<file path="config.mk">
export PLATFORM = sky130hd
export DESIGN_NAME = serial_wb_top
export DESIGN_NICKNAME = d
export VERILOG_FILES = /design/src/source/serial_wb_pkg.sv /design/src/source/wb_bus_pkg.sv /design/src/source/axis_fifo.sv /design/src/source/serial_wb_ctrl.sv /design/src/source/serial_wb_top.sv /design/src/source/wb_addr_tracker.sv /design/src/source/wb_ram_slave.sv
export SDC_FILE = /design/constraint.sdc
export NUM_CORES = 2
export LEC_CHECK = 0
export ABC_AREA = 1
export BUFFER_PORTS_ARGS = -buffer_cell sky130_fd_sc_hd__buf_2
export CAP_MARGIN = 20
export CORE_ASPECT_RATIO = 0.6
export CORE_MARGIN = 4
export CORE_UTILIZATION = 45
export DETAILED_ROUTE_END_ITERATION = 12
export PLACE_DENSITY_LB_ADDON = 0.15
export SLEW_MARGIN = 20
export SYNTH_ARGS = -nofsm -noshare
export SYNTH_HDL_FRONTEND = slang
export SYNTH_MEMORY_MAX_BITS = 65536
export SYNTH_SLANG_ARGS = --single-unit
</file>
<file path="constraint.sdc">
create_clock -name clk -period 4.2 [get_ports clk]
set_input_delay 0.21 -clock clk [delete_from_list [all_inputs] [get_ports clk]]
set_output_delay 0.21 -clock clk [all_outputs]
set_load 0.02 [all_outputs]
</file>
<file path="src/source/serial_wb_pkg.sv">
`default_nettype none

// Command protocol of the serial stream
// A command is opcode, address, count, then one data byte per beat on writes
package serial_wb_pkg;

	typedef logic [7:0] byte_t;    // One stream byte

	// Beats left in a command, 1 to 256
	typedef logic [8:0] count_t;

	// Opcode byte fields
	localparam int OP_WE_BIT  = 0;   // Set for write
	localparam int OP_INC_BIT = 1;   // Set for address auto-increment

	// Controller states
	// GET_* take one header byte each, BUS_ACTIVE issues the beats,
	// LAST_ACK waits for the bus and the read FIFO to drain
	typedef enum logic [2:0]
	{
		GET_OP,
		GET_ADDR,
		GET_COUNT,
		BUS_ACTIVE,
		LAST_ACK
	} ctrl_state_t;

endpackage

`default_nettype wire

</file>
<file path="src/source/wb_bus_pkg.sv">
`default_nettype none

// Bus-side definitions for the byte-wide Wishbone master, the RAM slave and the FIFO
package wb_bus_pkg;

	// One byte of data and one byte of address
	localparam int ADDR_W = 8;
	localparam int DATA_W = 8;

	// Every address decodes to a word in the RAM slave
	localparam int ADDR_SPACE = 2 ** ADDR_W;

	typedef logic [ADDR_W-1:0] addr_t;   // Bus address
	typedef logic [DATA_W-1:0] data_t;   // Bus data word

endpackage

`default_nettype wire

</file>
<file path="src/source/axis_fifo.sv">
`default_nettype none

module axis_fifo #(
	parameter int FIFO_DEPTH = 256
) (
	input  logic              clk,
	input  logic              sresetn,

	input  logic              push,
	input  wb_bus_pkg::data_t push_data,

	input  logic              out_tready,
	output logic              out_tvalid,
	output wb_bus_pkg::data_t out_tdata,

	output logic              empty   // Buffer and output stage both empty
);
import wb_bus_pkg::*;

localparam int PTR_W = $clog2(FIFO_DEPTH);
localparam int CNT_W = PTR_W + 1;
localparam logic [CNT_W-1:0] FULL_COUNT = CNT_W'(FIFO_DEPTH);

data_t            mem [FIFO_DEPTH];
logic [PTR_W-1:0] wr_ptr;
logic [PTR_W-1:0] rd_ptr;
logic [CNT_W-1:0] count;
logic             buf_empty;
logic             out_load;
logic             pop;
logic             bypass;
logic             wr_en;

assign buf_empty = (count == '0);
assign out_load  = !out_tvalid || out_tready;   // Output stage free this cycle
assign pop       = out_load && !buf_empty;
assign bypass    = out_load && buf_empty && push;   // Straight to the output stage
assign wr_en     = push && !bypass;
assign empty     = buf_empty && !out_tvalid;

always_ff @(posedge clk)
begin
	if (wr_en)
		mem[wr_ptr] <= push_data;
end

always_ff @(posedge clk)
begin
	if (pop)
		out_tdata <= mem[rd_ptr];
	else if (bypass)
		out_tdata <= push_data;
end

always_ff @(posedge clk)
begin
	if (!sresetn)
	begin
		wr_ptr     <= '0;
		rd_ptr     <= '0;
		count      <= '0;
		out_tvalid <= 1'b0;
	end
	else
	begin
		if (wr_en)
			wr_ptr <= wr_ptr + 1'b1;
		if (pop)
			rd_ptr <= rd_ptr + 1'b1;
		if (wr_en && !pop)
			count <= count + 1'b1;
		else if (pop && !wr_en)
			count <= count - 1'b1;
		if (out_load)
			out_tvalid <= pop || bypass;
	end
end

// Nobody looks at a ready on the push side
a_no_overflow: assert property (@(posedge clk) disable iff (!sresetn)
	push |-> (count != FULL_COUNT) || pop);

endmodule

`default_nettype wire

</file>
<file path="src/source/serial_wb_ctrl.sv">
`default_nettype none

module serial_wb_ctrl (
	input  logic                 clk,
	input  logic                 sresetn,

	// Command and write data stream
	input  logic                 in_tvalid,
	output logic                 in_tready,
	input  serial_wb_pkg::byte_t in_tdata,

	// Wishbone master side
	output logic                 wb_cyc,
	output logic                 wb_stb,
	output logic                 wb_we,
	output wb_bus_pkg::data_t    wb_dat_m2s,
	input  logic                 wb_stall,
	input  logic                 wb_ack,

	// To the address tracker
	output logic                 beat_sent,
	output logic                 addr_load,
	output wb_bus_pkg::addr_t    addr_byte,
	output logic                 auto_inc,
	input  logic                 outstanding_zero,

	// Read return FIFO
	input  logic                 fifo_empty,
	output logic                 fifo_push
);
import serial_wb_pkg::*;

ctrl_state_t state;
count_t      beats_left;
logic        hdr_take;

assign hdr_take = in_tvalid && in_tready;

always_ff @(posedge clk)
begin
	if (!sresetn)
	begin
		state    <= GET_OP;
		wb_we    <= 1'b0;
		auto_inc <= 1'b0;
	end
	else
	begin
		case (state)
			GET_OP:
			begin
				if (hdr_take)
				begin
					wb_we    <= in_tdata[OP_WE_BIT];
					auto_inc <= in_tdata[OP_INC_BIT];
					state    <= GET_ADDR;
				end
			end
			GET_ADDR:
			begin
				if (hdr_take)
					state <= GET_COUNT;   // Address goes to the tracker
			end
			GET_COUNT:
			begin
				if (hdr_take)
					state <= BUS_ACTIVE;
			end
			BUS_ACTIVE:
			begin
				if (beat_sent && beats_left == count_t'(1))
					state <= LAST_ACK;
			end
			LAST_ACK:
			begin
				// Read data must have left the bridge as well
				if (outstanding_zero && fifo_empty)
					state <= GET_OP;
			end
			default: state <= GET_OP;
		endcase
	end
end

// Beat counter
always_ff @(posedge clk)
begin
	if (state == GET_COUNT && hdr_take)
		beats_left <= {in_tdata == '0, in_tdata};   // 0 means 256
	else if (state == BUS_ACTIVE && beat_sent)
		beats_left <= beats_left - 1'b1;
end

// Strobe and input gating
always_comb
begin
	wb_stb    = 1'b0;
	in_tready = 1'b0;
	case (state)
		GET_OP, GET_ADDR, GET_COUNT: in_tready = 1'b1;
		BUS_ACTIVE:
		begin
			if (wb_we)
			begin
				// Write byte and bus beat move on the same edge
				wb_stb    = in_tvalid;
				in_tready = !wb_stall;
			end
			else
				wb_stb = 1'b1;
		end
		default: in_tready = 1'b0;   // LAST_ACK holds off the next command
	endcase
end

assign beat_sent  = wb_stb && !wb_stall;
assign wb_cyc     = (state == BUS_ACTIVE) || (state == LAST_ACK);
assign wb_dat_m2s = in_tdata;
assign addr_load  = (state == GET_ADDR) && hdr_take;
assign addr_byte  = in_tdata;
assign fifo_push  = wb_ack && !wb_we;   // Only read acks carry data

// A write byte taken from the stream must be counted as a beat
a_no_lost_write: assert property (@(posedge clk) disable iff (!sresetn)
	(state == BUS_ACTIVE && wb_we && in_tready && in_tvalid)
		|=> beats_left == $past(beats_left) - 1'b1);

a_state_legal: assert property (@(posedge clk) disable iff (!sresetn)
	state inside {GET_OP, GET_ADDR, GET_COUNT, BUS_ACTIVE, LAST_ACK});

endmodule

`default_nettype wire

</file>
<file path="src/source/serial_wb_top.sv">
`default_nettype none

module serial_wb_top #(
	parameter int FIFO_DEPTH  = 256,   // Must hold all reads of one command
	parameter int ACK_LATENCY = 1
) (
	input  logic                 clk,
	input  logic                 sresetn,

	// Commands and write data
	input  logic                 in_tvalid,
	output logic                 in_tready,
	input  serial_wb_pkg::byte_t in_tdata,

	// Read data
	output logic                 out_tvalid,
	input  logic                 out_tready,
	output serial_wb_pkg::byte_t out_tdata,

	input  logic                 bus_hold
);
import wb_bus_pkg::*;

// Wishbone between the controller, tracker and RAM
logic  wb_cyc;
logic  wb_stb;
logic  wb_we;
addr_t wb_addr;
data_t wb_dat_m2s;
data_t wb_dat_s2m;
logic  wb_ack;
logic  wb_stall;

logic  beat_sent;
logic  addr_load;
addr_t addr_byte;
logic  auto_inc;
logic  outstanding_zero;
logic  fifo_push;
logic  fifo_empty;

serial_wb_ctrl i_ctrl (
	.clk              (clk),
	.sresetn          (sresetn),
	.in_tvalid        (in_tvalid),
	.in_tready        (in_tready),
	.in_tdata         (in_tdata),
	.wb_cyc           (wb_cyc),
	.wb_stb           (wb_stb),
	.wb_we            (wb_we),
	.wb_dat_m2s       (wb_dat_m2s),
	.wb_stall         (wb_stall),
	.wb_ack           (wb_ack),
	.beat_sent        (beat_sent),
	.addr_load        (addr_load),
	.addr_byte        (addr_byte),
	.auto_inc         (auto_inc),
	.outstanding_zero (outstanding_zero),
	.fifo_empty       (fifo_empty),
	.fifo_push        (fifo_push)
);

wb_addr_tracker i_tracker (
	.clk              (clk),
	.sresetn          (sresetn),
	.addr_load        (addr_load),
	.addr_byte        (addr_byte),
	.auto_inc         (auto_inc),
	.beat_sent        (beat_sent),
	.wb_ack           (wb_ack),
	.wb_addr          (wb_addr),
	.outstanding_zero (outstanding_zero)
);

axis_fifo #(
	.FIFO_DEPTH (FIFO_DEPTH)
) i_fifo (
	.clk        (clk),
	.sresetn    (sresetn),
	.push       (fifo_push),
	.push_data  (wb_dat_s2m),
	.out_tready (out_tready),
	.out_tvalid (out_tvalid),
	.out_tdata  (out_tdata),
	.empty      (fifo_empty)
);

wb_ram_slave #(
	.ACK_LATENCY (ACK_LATENCY)
) i_ram (
	.clk        (clk),
	.sresetn    (sresetn),
	.wb_cyc     (wb_cyc),
	.wb_stb     (wb_stb),
	.wb_we      (wb_we),
	.wb_addr    (wb_addr),
	.wb_dat_m2s (wb_dat_m2s),
	.bus_hold   (bus_hold),
	.wb_stall   (wb_stall),
	.wb_ack     (wb_ack),
	.wb_dat_s2m (wb_dat_s2m)
);

endmodule

`default_nettype wire

</file>
<file path="src/source/wb_addr_tracker.sv">
`default_nettype none

module wb_addr_tracker (
	input  logic              clk,
	input  logic              sresetn,

	input  logic              addr_load,   // Address header byte present
	input  wb_bus_pkg::addr_t addr_byte,
	input  logic              auto_inc,
	input  logic              beat_sent,
	input  logic              wb_ack,

	output wb_bus_pkg::addr_t wb_addr,
	output logic              outstanding_zero
);

// Beats issued and not yet acked, bounded by the slave ack latency
logic [3:0] outstanding;

// Start address, then one step per accepted beat
always_ff @(posedge clk)
begin
	if (addr_load)
		wb_addr <= addr_byte;
	else if (beat_sent && auto_inc)
		wb_addr <= wb_addr + 1'b1;   // Wraps at 255
end

always_ff @(posedge clk)
begin
	if (!sresetn)
		outstanding <= '0;
	else
	begin
		case ({beat_sent, wb_ack})
			2'b10: outstanding <= outstanding + 1'b1;
			2'b01: outstanding <= outstanding - 1'b1;
			default: outstanding <= outstanding;   // None or both
		endcase
	end
end

assign outstanding_zero = (outstanding == '0);

// Every ack belongs to an earlier beat
a_ack_expected: assert property (@(posedge clk) disable iff (!sresetn)
	wb_ack |-> !outstanding_zero);

// The controller only takes a new address once the previous command is done
a_load_idle: assert property (@(posedge clk) disable iff (!sresetn)
	addr_load |-> outstanding_zero);

endmodule

`default_nettype wire

</file>
<file path="src/source/wb_ram_slave.sv">
`default_nettype none

module wb_ram_slave #(
	parameter int ACK_LATENCY = 1   // 1 to 3
) (
	input  logic              clk,
	input  logic              sresetn,

	input  logic              wb_cyc,
	input  logic              wb_stb,
	input  logic              wb_we,
	input  wb_bus_pkg::addr_t wb_addr,
	input  wb_bus_pkg::data_t wb_dat_m2s,

	input  logic              bus_hold,   // External stall source

	output logic              wb_stall,
	output logic              wb_ack,
	output wb_bus_pkg::data_t wb_dat_s2m
);
import wb_bus_pkg::*;

data_t                  mem [ADDR_SPACE];   // Contents survive reset
logic [ACK_LATENCY-1:0] ack_pipe;
data_t                  dat_pipe [ACK_LATENCY];
logic                   accept;

if (ACK_LATENCY < 1 || ACK_LATENCY > 3)
begin : g_bad_latency
	$error("wb_ram_slave ACK_LATENCY must be 1 to 3");
end

assign wb_stall = bus_hold;
assign accept   = wb_cyc && wb_stb && !wb_stall;

always_ff @(posedge clk)
begin
	if (accept && wb_we)
		mem[wb_addr] <= wb_dat_m2s;
end

// Read data rides along with the ack
always_ff @(posedge clk)
begin
	dat_pipe[0] <= mem[wb_addr];
	for (int i = 1; i < ACK_LATENCY; i++)
		dat_pipe[i] <= dat_pipe[i-1];
end

always_ff @(posedge clk)
begin
	if (!sresetn)
		ack_pipe <= '0;
	else
	begin
		ack_pipe[0] <= accept;   // Writes are acked too
		for (int i = 1; i < ACK_LATENCY; i++)
			ack_pipe[i] <= ack_pipe[i-1];
	end
end

assign wb_ack     = ack_pipe[ACK_LATENCY-1];
assign wb_dat_s2m = dat_pipe[ACK_LATENCY-1];

a_stb_in_cycle: assert property (@(posedge clk) disable iff (!sresetn)
	wb_stb |-> wb_cyc);

endmodule

`default_nettype wire
</file>
### Word level (Yosys, flattened, before mapping)

Memory sizes are Yosys's and may differ from the RTL's. A register that Yosys moved wholly into a read port is not among the register bits.
Cells that the tools add are included.

| cells by class | value |
|---|---|
| reductions and logical operators | 41 |
| $add $sub $neg | 8 |
| mux-type cells | 26 |
| equality and inequality tests | 12 |

Operators by type and width:

| cell | count |
|---|---|
| 2-to-1 mux 8 bit | 7 |
| 2-to-1 mux 9 bit | 4 |
| adder 8 x 1 -> 8 bit (second input constant) | 3 |
| logical AND 1 bit | 19 |
| subtractor 9 x 1 -> 9 bit (second input constant) | 2 |
| 2-to-1 mux 3 bit | 5 |
| case mux 3 bit (5 select lines) | 1 |
| inequality test 2 x 1 -> 1 bit (second input constant) | 5 |
| nonzero test 2 bit | 5 |
| adder 9 x 1 -> 9 bit (second input constant) | 1 |
| equality test 9 x 1 -> 1 bit (second input constant) | 1 |
| zero test 9 bit | 1 |
| zero test 8 bit | 1 |
| case mux 4 bit (2 select lines) | 1 |
| zero test 1 bit | 7 |
| 2-to-1 mux 1 bit | 7 |
| equality test 3 x 2 -> 1 bit (second input constant) | 2 |
| AND reduction 5 bit | 1 |
| adder 4 x 1 -> 4 bit (second input constant) | 1 |
| zero test 4 bit | 1 |
| subtractor 4 x 1 -> 4 bit (second input constant) | 1 |
| equality test 3 x 1 -> 1 bit (second input constant) | 1 |
| equality test 3 bit (second input constant) | 1 |
| zero test 3 bit | 1 |
| 6 further kinds | 8 |

| word-level totals | value |
|---|---|
| memories kept | 3 |
| RAM bits | 4104 |
| output and inout bits | 10 |
| word-level logic and storage cells | 102 |
| flip-flop bits (word level) | 61 |
| input bits | 13 |

Memories:

| memory | depth | width | read ports | clocked after Yosys merged registers in | write ports | line | text |
|---|---|---|---|---|---|---|---|
| i_fifo.mem | 256 | 8 | 1 | 1 | 1 | axis_fifo.sv:24 | `data_t mem [FIFO_DEPTH];` |
| i_ram.mem | 256 | 8 | 1 | 1 | 1 | wb_ram_slave.sv:23 | `data_t mem [ADDR_SPACE];` |
| i_ram.dat_pipe | 1 | 8 | 1 | 0 | 1 | wb_ram_slave.sv:25 | `data_t dat_pipe [ACK_LATENCY];` |

### Longest topological paths before layout

| depth | value |
|---|---|
| depth after elaboration | 10 |
| depth in mapped cells | 21 |
| mapped depth without buffers | 20 |

### Modules after synthesis

From an unflattened synthesis, not the netlist that was laid out.

| unflattened totals | value |
|---|---|
| cell total of the unflattened synthesis | 15183 |
| area, all modules | 171608.3 um2 |

By module, submodules not included:

| module | cells each | area each (um2) | times used | sequential area each (um2) |
|---|---|---|---|---|
| axis_fifo | 7151 | 85095.4 | 1 | 62419.9 |
| wb_ram_slave | 7802 | 84740.0 | 1 | 61679.2 |
| serial_wb_ctrl | 136 | 1027.2 | 1 | 370.4 |
| wb_addr_tracker | 94 | 745.7 | 1 | 320.3 |

### Worst setup path after synthesis

No wires, ideal clock.

| timing | value |
|---|---|
| path type | reg-to-reg |
| from | memory i_ram.dat_pipe[0][0] (netlist name) |
| to | memory i_fifo.mem[0][0] (netlist name) (data pin) |
| setup time | 0.856 ns |
| data arrival time | 3.397 ns |
| slack | -0.053 ns |
| buffers on the path | 0 |
| data required time | 3.344 ns |
| stages on the path, launching flop included | 1 |
| clock period less this slack | 4.253 ns |
| path through | dfxtp_1 |

| between the ends | value |
|---|---|
| cells in the longest elaborated chain, start to end | 1 |

RTL lines:

| what | line |
|---|---|
| from (decl) | wb_ram_slave.sv:25 |
| memory read (1 x 8 bit) | - |
| to (decl) | axis_fifo.sv:24 |

No other way between the ends.

### Worst setup path after layout

| timing | value |
|---|---|
| from | register i_ctrl.wb_we |
| to | memory i_ram.mem[35][1] (netlist name) (enable) |

| between the ends | value |
|---|---|
| cells in the longest elaborated chain, start to end | 7 |

RTL lines:

| what | line | text |
|---|---|---|
| from (decl) | serial_wb_ctrl.sv:15 | `output logic wb_we,` |
| from (signal assigned) | serial_wb_ctrl.sv:54 | `wb_we <= in_tdata[OP_WE_BIT];` |
| 2-to-1 mux 1 bit | serial_wb_ctrl.sv:103 | `if (wb_we)` |
| 2-to-1 mux 1 bit | serial_wb_ctrl.sv:99 | `case (state)` |
| logical AND 1 bit (2 in a row) | wb_ram_slave.sv:34 | `assign accept = wb_cyc && wb_stb && !wb_stall;` |
| logical AND 1 bit * | wb_ram_slave.sv:38 | `if (accept && wb_we)` |
| 2-to-1 mux 1 bit * | wb_ram_slave.sv:38 |  |
| 2-to-1 mux 1 bit (implied by the code) * | wb_ram_slave.sv:39 | `mem[wb_addr] <= wb_dat_m2s;` |
| to (decl) | wb_ram_slave.sv:23 |  |

Mark *: on every way between the ends. The rest lies on a longest branch, timed or not.

==> out/qor.csv <==
stage,metric,value,unit
clock_network,CTS tree,done,
timing,worst-margin pin slew,1.234,ns
pwr,pwr dens,550.0,mW/mm^2
pwr,Reg power frac,0.471,
global_routing,total global-route track usage,0.2549,
clock_network,Setup Buffers After CTS,0,
clock_network,"Clk pin slew, worst setup/hold paths",0.06,ns
pwr,Clk network pwr share,0.338,
setup_path,Crit Path Max Fanout,10,
synthesis,Yosys reg bits,4181,
setup_path,Buf/Inv on CP,2,
clock_network,Resize count post-CTS,0,
setup_path,Crit path max-delay family,simple AND/OR/NAND/NOR gates,
die,Die Y-Extent,482.4,um
synthesis,Async SR Flop Fraction,0,
setup_path,CP max stage delay,0.87,ns
clock_network,clk sinks,4181,
setup_path,WP data required,4.74,ns
detailed_routing,drt drc,0,
synthesis,Synth Cell Area,0.1688,sq mm
timing,Final Critical Period,3.738,ns
clock_network,clock root cell,clkbuf_16,
pwr,combinational share of power,0.191,
detailed_routing,DR WL/cell,26.27,um
timing,final worst slack,0.4617,ns
timing,unrepaired setup endpoints after global routing,no,
global_routing,largest net degree at the start of global routing,221,
global_routing,GRT Residual Overflow,0,
die,Starting Density,0.4538,
run,Max-cap violations,0,
finish,ratio of cells with drive above 1 in the final layout,0.06866,
synthesis,ys flop type,edfxtp_1,
timing,skew final,0.05305,ns
finish,synth-to-layout area growth,10.96,%
timing,Tcrit/Tclk final,0.8901,
detailed_routing,vias,113000,
pwr,Switching Power,31.30,mW
setup_path,CP arrival,4.28,ns
global_routing,vias in the first global route,104700,
die,CORE AREA,0.3719,sq mm
clock_network,cts bufs inserted,391,
synthesis,"EDFF count, synth",4121,
setup_path,crit path cell chain,a21oi_1 > dlygate4sd3_1 > nand2_2 > nor2_4 > inv_2 > nor3_2 > nand2_1 > nor2_1,
placement,dpl ws,0.8069,ns
finish,Final Instance Area,0.1873,sq mm
detailed_routing,number of vias per cell,5.907,
min_path,Hold/Removal Path Class,primary input to register,
timing,post-route setup TNS,0,ns
placement,Post-DP HPWL,298000,um
finish,"commonest non-fill, non-tap cell in the layout",edfxtp_1,
die,die footprint,0.3852,sq mm
pwr,VDD IR max,0.5325,mV
die,Std-Cell Rows,173,
die,top-level I/O count,23,
synthesis,number of library cell types mapped by synthesis,40,
synthesis,sequential area share after synthesis,0.7404,
timing,hold slack final,0.3268,ns
global_routing,first-pass GRT wire length,728400,um
timing,max_slew headroom,0.1773,
synthesis,Synth Instances,14020,
finish,fin nets,13870,
global_routing,initial antenna violation count,23,
timing,final hold vios,0,
die,die extent in x,798.6,um
setup_path,Crit Path Category,register to register,
timing,final setup vio count,0,
setup_path,worst-path cell with the longest stage delay,nor2_1,
clock_network,H-tree Lvls,5,
detailed_routing,total wire length,502600,um
clock_network,Max Root-Sink Buffers,4,
timing,"Slew Viols, Final",0,
placement,Placement Cell Area,0.1749,sq mm
run_status,status,"complete, no violations",
pwr,Sw Ratio,0.3039,
placement,Port Buffer Count,22,
synthesis,Synth Warn #,0,
synthesis,"Avg Cell Area, Syn",12.04,sq um
pwr,internal power,71.70,mW
detailed_routing,DRT iter0 DRCs,16310,
clock_network,Worst-Skew Late Latency,0.97,ns
setup_path,crit end category,register,
setup_path,Worst setup SP type,register,
placement,RePlAce Congestion,0.9046,
detailed_routing,antenna-violating nets left,0,
finish,"commonest cells after routing, fill and taps aside","edfxtp_1, nand2_1, nand3_1",
detailed_routing,TritonRoute pass-1 iters,7,
timing,max frequency,0.2675,GHz
pwr,leakage,62.81,nW
synthesis,syn_nets,14050,
[cell usage after synthesis, types with 2 or more instances]
cell      instances  area share
buf_4            44      0.0020
buf_1           119      0.0026
ha_1             22      0.0016
clkbuf_1        403      0.0090
o21ai_1         266      0.0079
nor2_1         1258       0.028
nand3_1        3019       0.090
inv_1           141      0.0031
xnor2_1           5     0.00026
nand3b_1          2    0.000089
o21ai_0         524       0.016
buf_2           404       0.012
edfxtp_1       4121        0.73
fa_1              2     0.00024
nor4_1            2    0.000074
buf_6             6     0.00040
nand4_1           6     0.00022
nand2_1        3123       0.069
and3_1            2    0.000074
a31oi_1           2    0.000074
a21o_1            2    0.000089
inv_2             9     0.00020
xor2_1           11     0.00057
o22ai_1         352       0.013
dfxtp_1          60      0.0071
nor3_1           27     0.00080
o31ai_1           2    0.000089
a21oi_1          67      0.0020
a211oi_1          3     0.00013
[worst register-to-register path, cell delays in order (launching register included)]
cell	delay, ns
dfxtp_1	0.33
a21oi_1	0.15
dlygate4sd3_1	0.60
nand2_2	0.12
nor2_4	0.21
inv_2	0.16
nor3_2	0.23
nand2_1	0.64
nor2_1	0.90
[per-stage QoR]
| step | util | power (mW) | cells |
|---|---|---|---|
| detailed placement | 0.4702 | 68.58 | 18410 |
| global placement | 0.4702 | 68.40 | 18410 |
| finish | 0.5036 | 103.0 | 19140 |
| global route | 0.5035 | 106.7 | 19130 |
| CTS | 0.5035 | 103.0 | 19130 |
| floorplan | - | 60.42 | 14020 |
[logic make-up (layout without fill, tap and decap cells)]
family / after synthesis / in the layout / share of synthesized area
AOI/OAI and AO/OA: 1223 / 1223 / 0.03909
adders and majority gates: 24 / 24 / 0.001868
buffers and inverters: 1127 / 1255 / 0.02932
other: 0 / 6 / 0
and+or+nand+nor: 7444 / 7444 / 0.1885
DFF: 4181 / 4181 / 0.7404
xor gates and xnor gates: 16 / 16 / 0.0008304
[power groups by stage]
stage	Clock, mW	Combinational, mW	Sequential, mW
after global placement	0	19.0	49.4
final	34.8	19.6	48.5
after detailed placement	0	19.1	49.4
after global routing	37.1	21.1	48.6
after CTS	35.3	19.2	48.6
after floorplan	0	10.6	49.8
[layer usage]
layer | global-route usage | up-vias | part of all wire
met5 | 0 | - | 0.000080
met4 | 0.05136 | 6 | 0.020
met3 | 0.06645 | 625 | 0.13
met2 | 0.3368 | 6061 | 0.39
met1 | 0.4174 | 56310 | 0.46
li1 | - | 50030 | -
[final cells by class]
cell class	instances	area (sq um)
Antenna cell	6	15.01
Multi-Input combinational cell	8707	39010
Clock inverter	214	1824
Fill cell	32180	184600
Timing Repair Buffer	399	4129
Inverter	150	613.1
Clock buffer	492	10420
Tap cell	4987	6240
Sequential cell	4181	125000
[timing repair]
action / 4_1_cts / 5_1_grt
hold buffers: 13 / 0
endpoints found under the setup margin: 0 / 0
endpoints found under the hold margin: 683 / 0
[worst paths after layout]
path                         from                 to  slack [ns]  cells after the start
setup reg to reg     i_ctrl.wb_we   i_ram.mem[35][1]        0.46                      8
hold reg to reg   i_fifo.count[8]    i_fifo.count[8]        0.47                      2
setup / recovery     i_ctrl.wb_we   i_ram.mem[35][1]        0.46                      8
hold / removal        in_tdata[4]  i_ram.mem[152][4]        0.33                      2
[flip-flops by register name (all words and copies together) (netlist names), 3 cells and up, named ones only]
name	cells
i_ctrl.beats_left	9
i_ctrl.state	3
i_fifo.count	9
i_fifo.mem	2048
i_fifo.out_tdata	8
i_fifo.rd_ptr	8
i_fifo.wr_ptr	8
i_ram.dat_pipe	8
i_ram.mem	2048
i_tracker.outstanding	4
i_tracker.wb_addr	8
No activity file was read; power rests on OpenSTA's default activity.
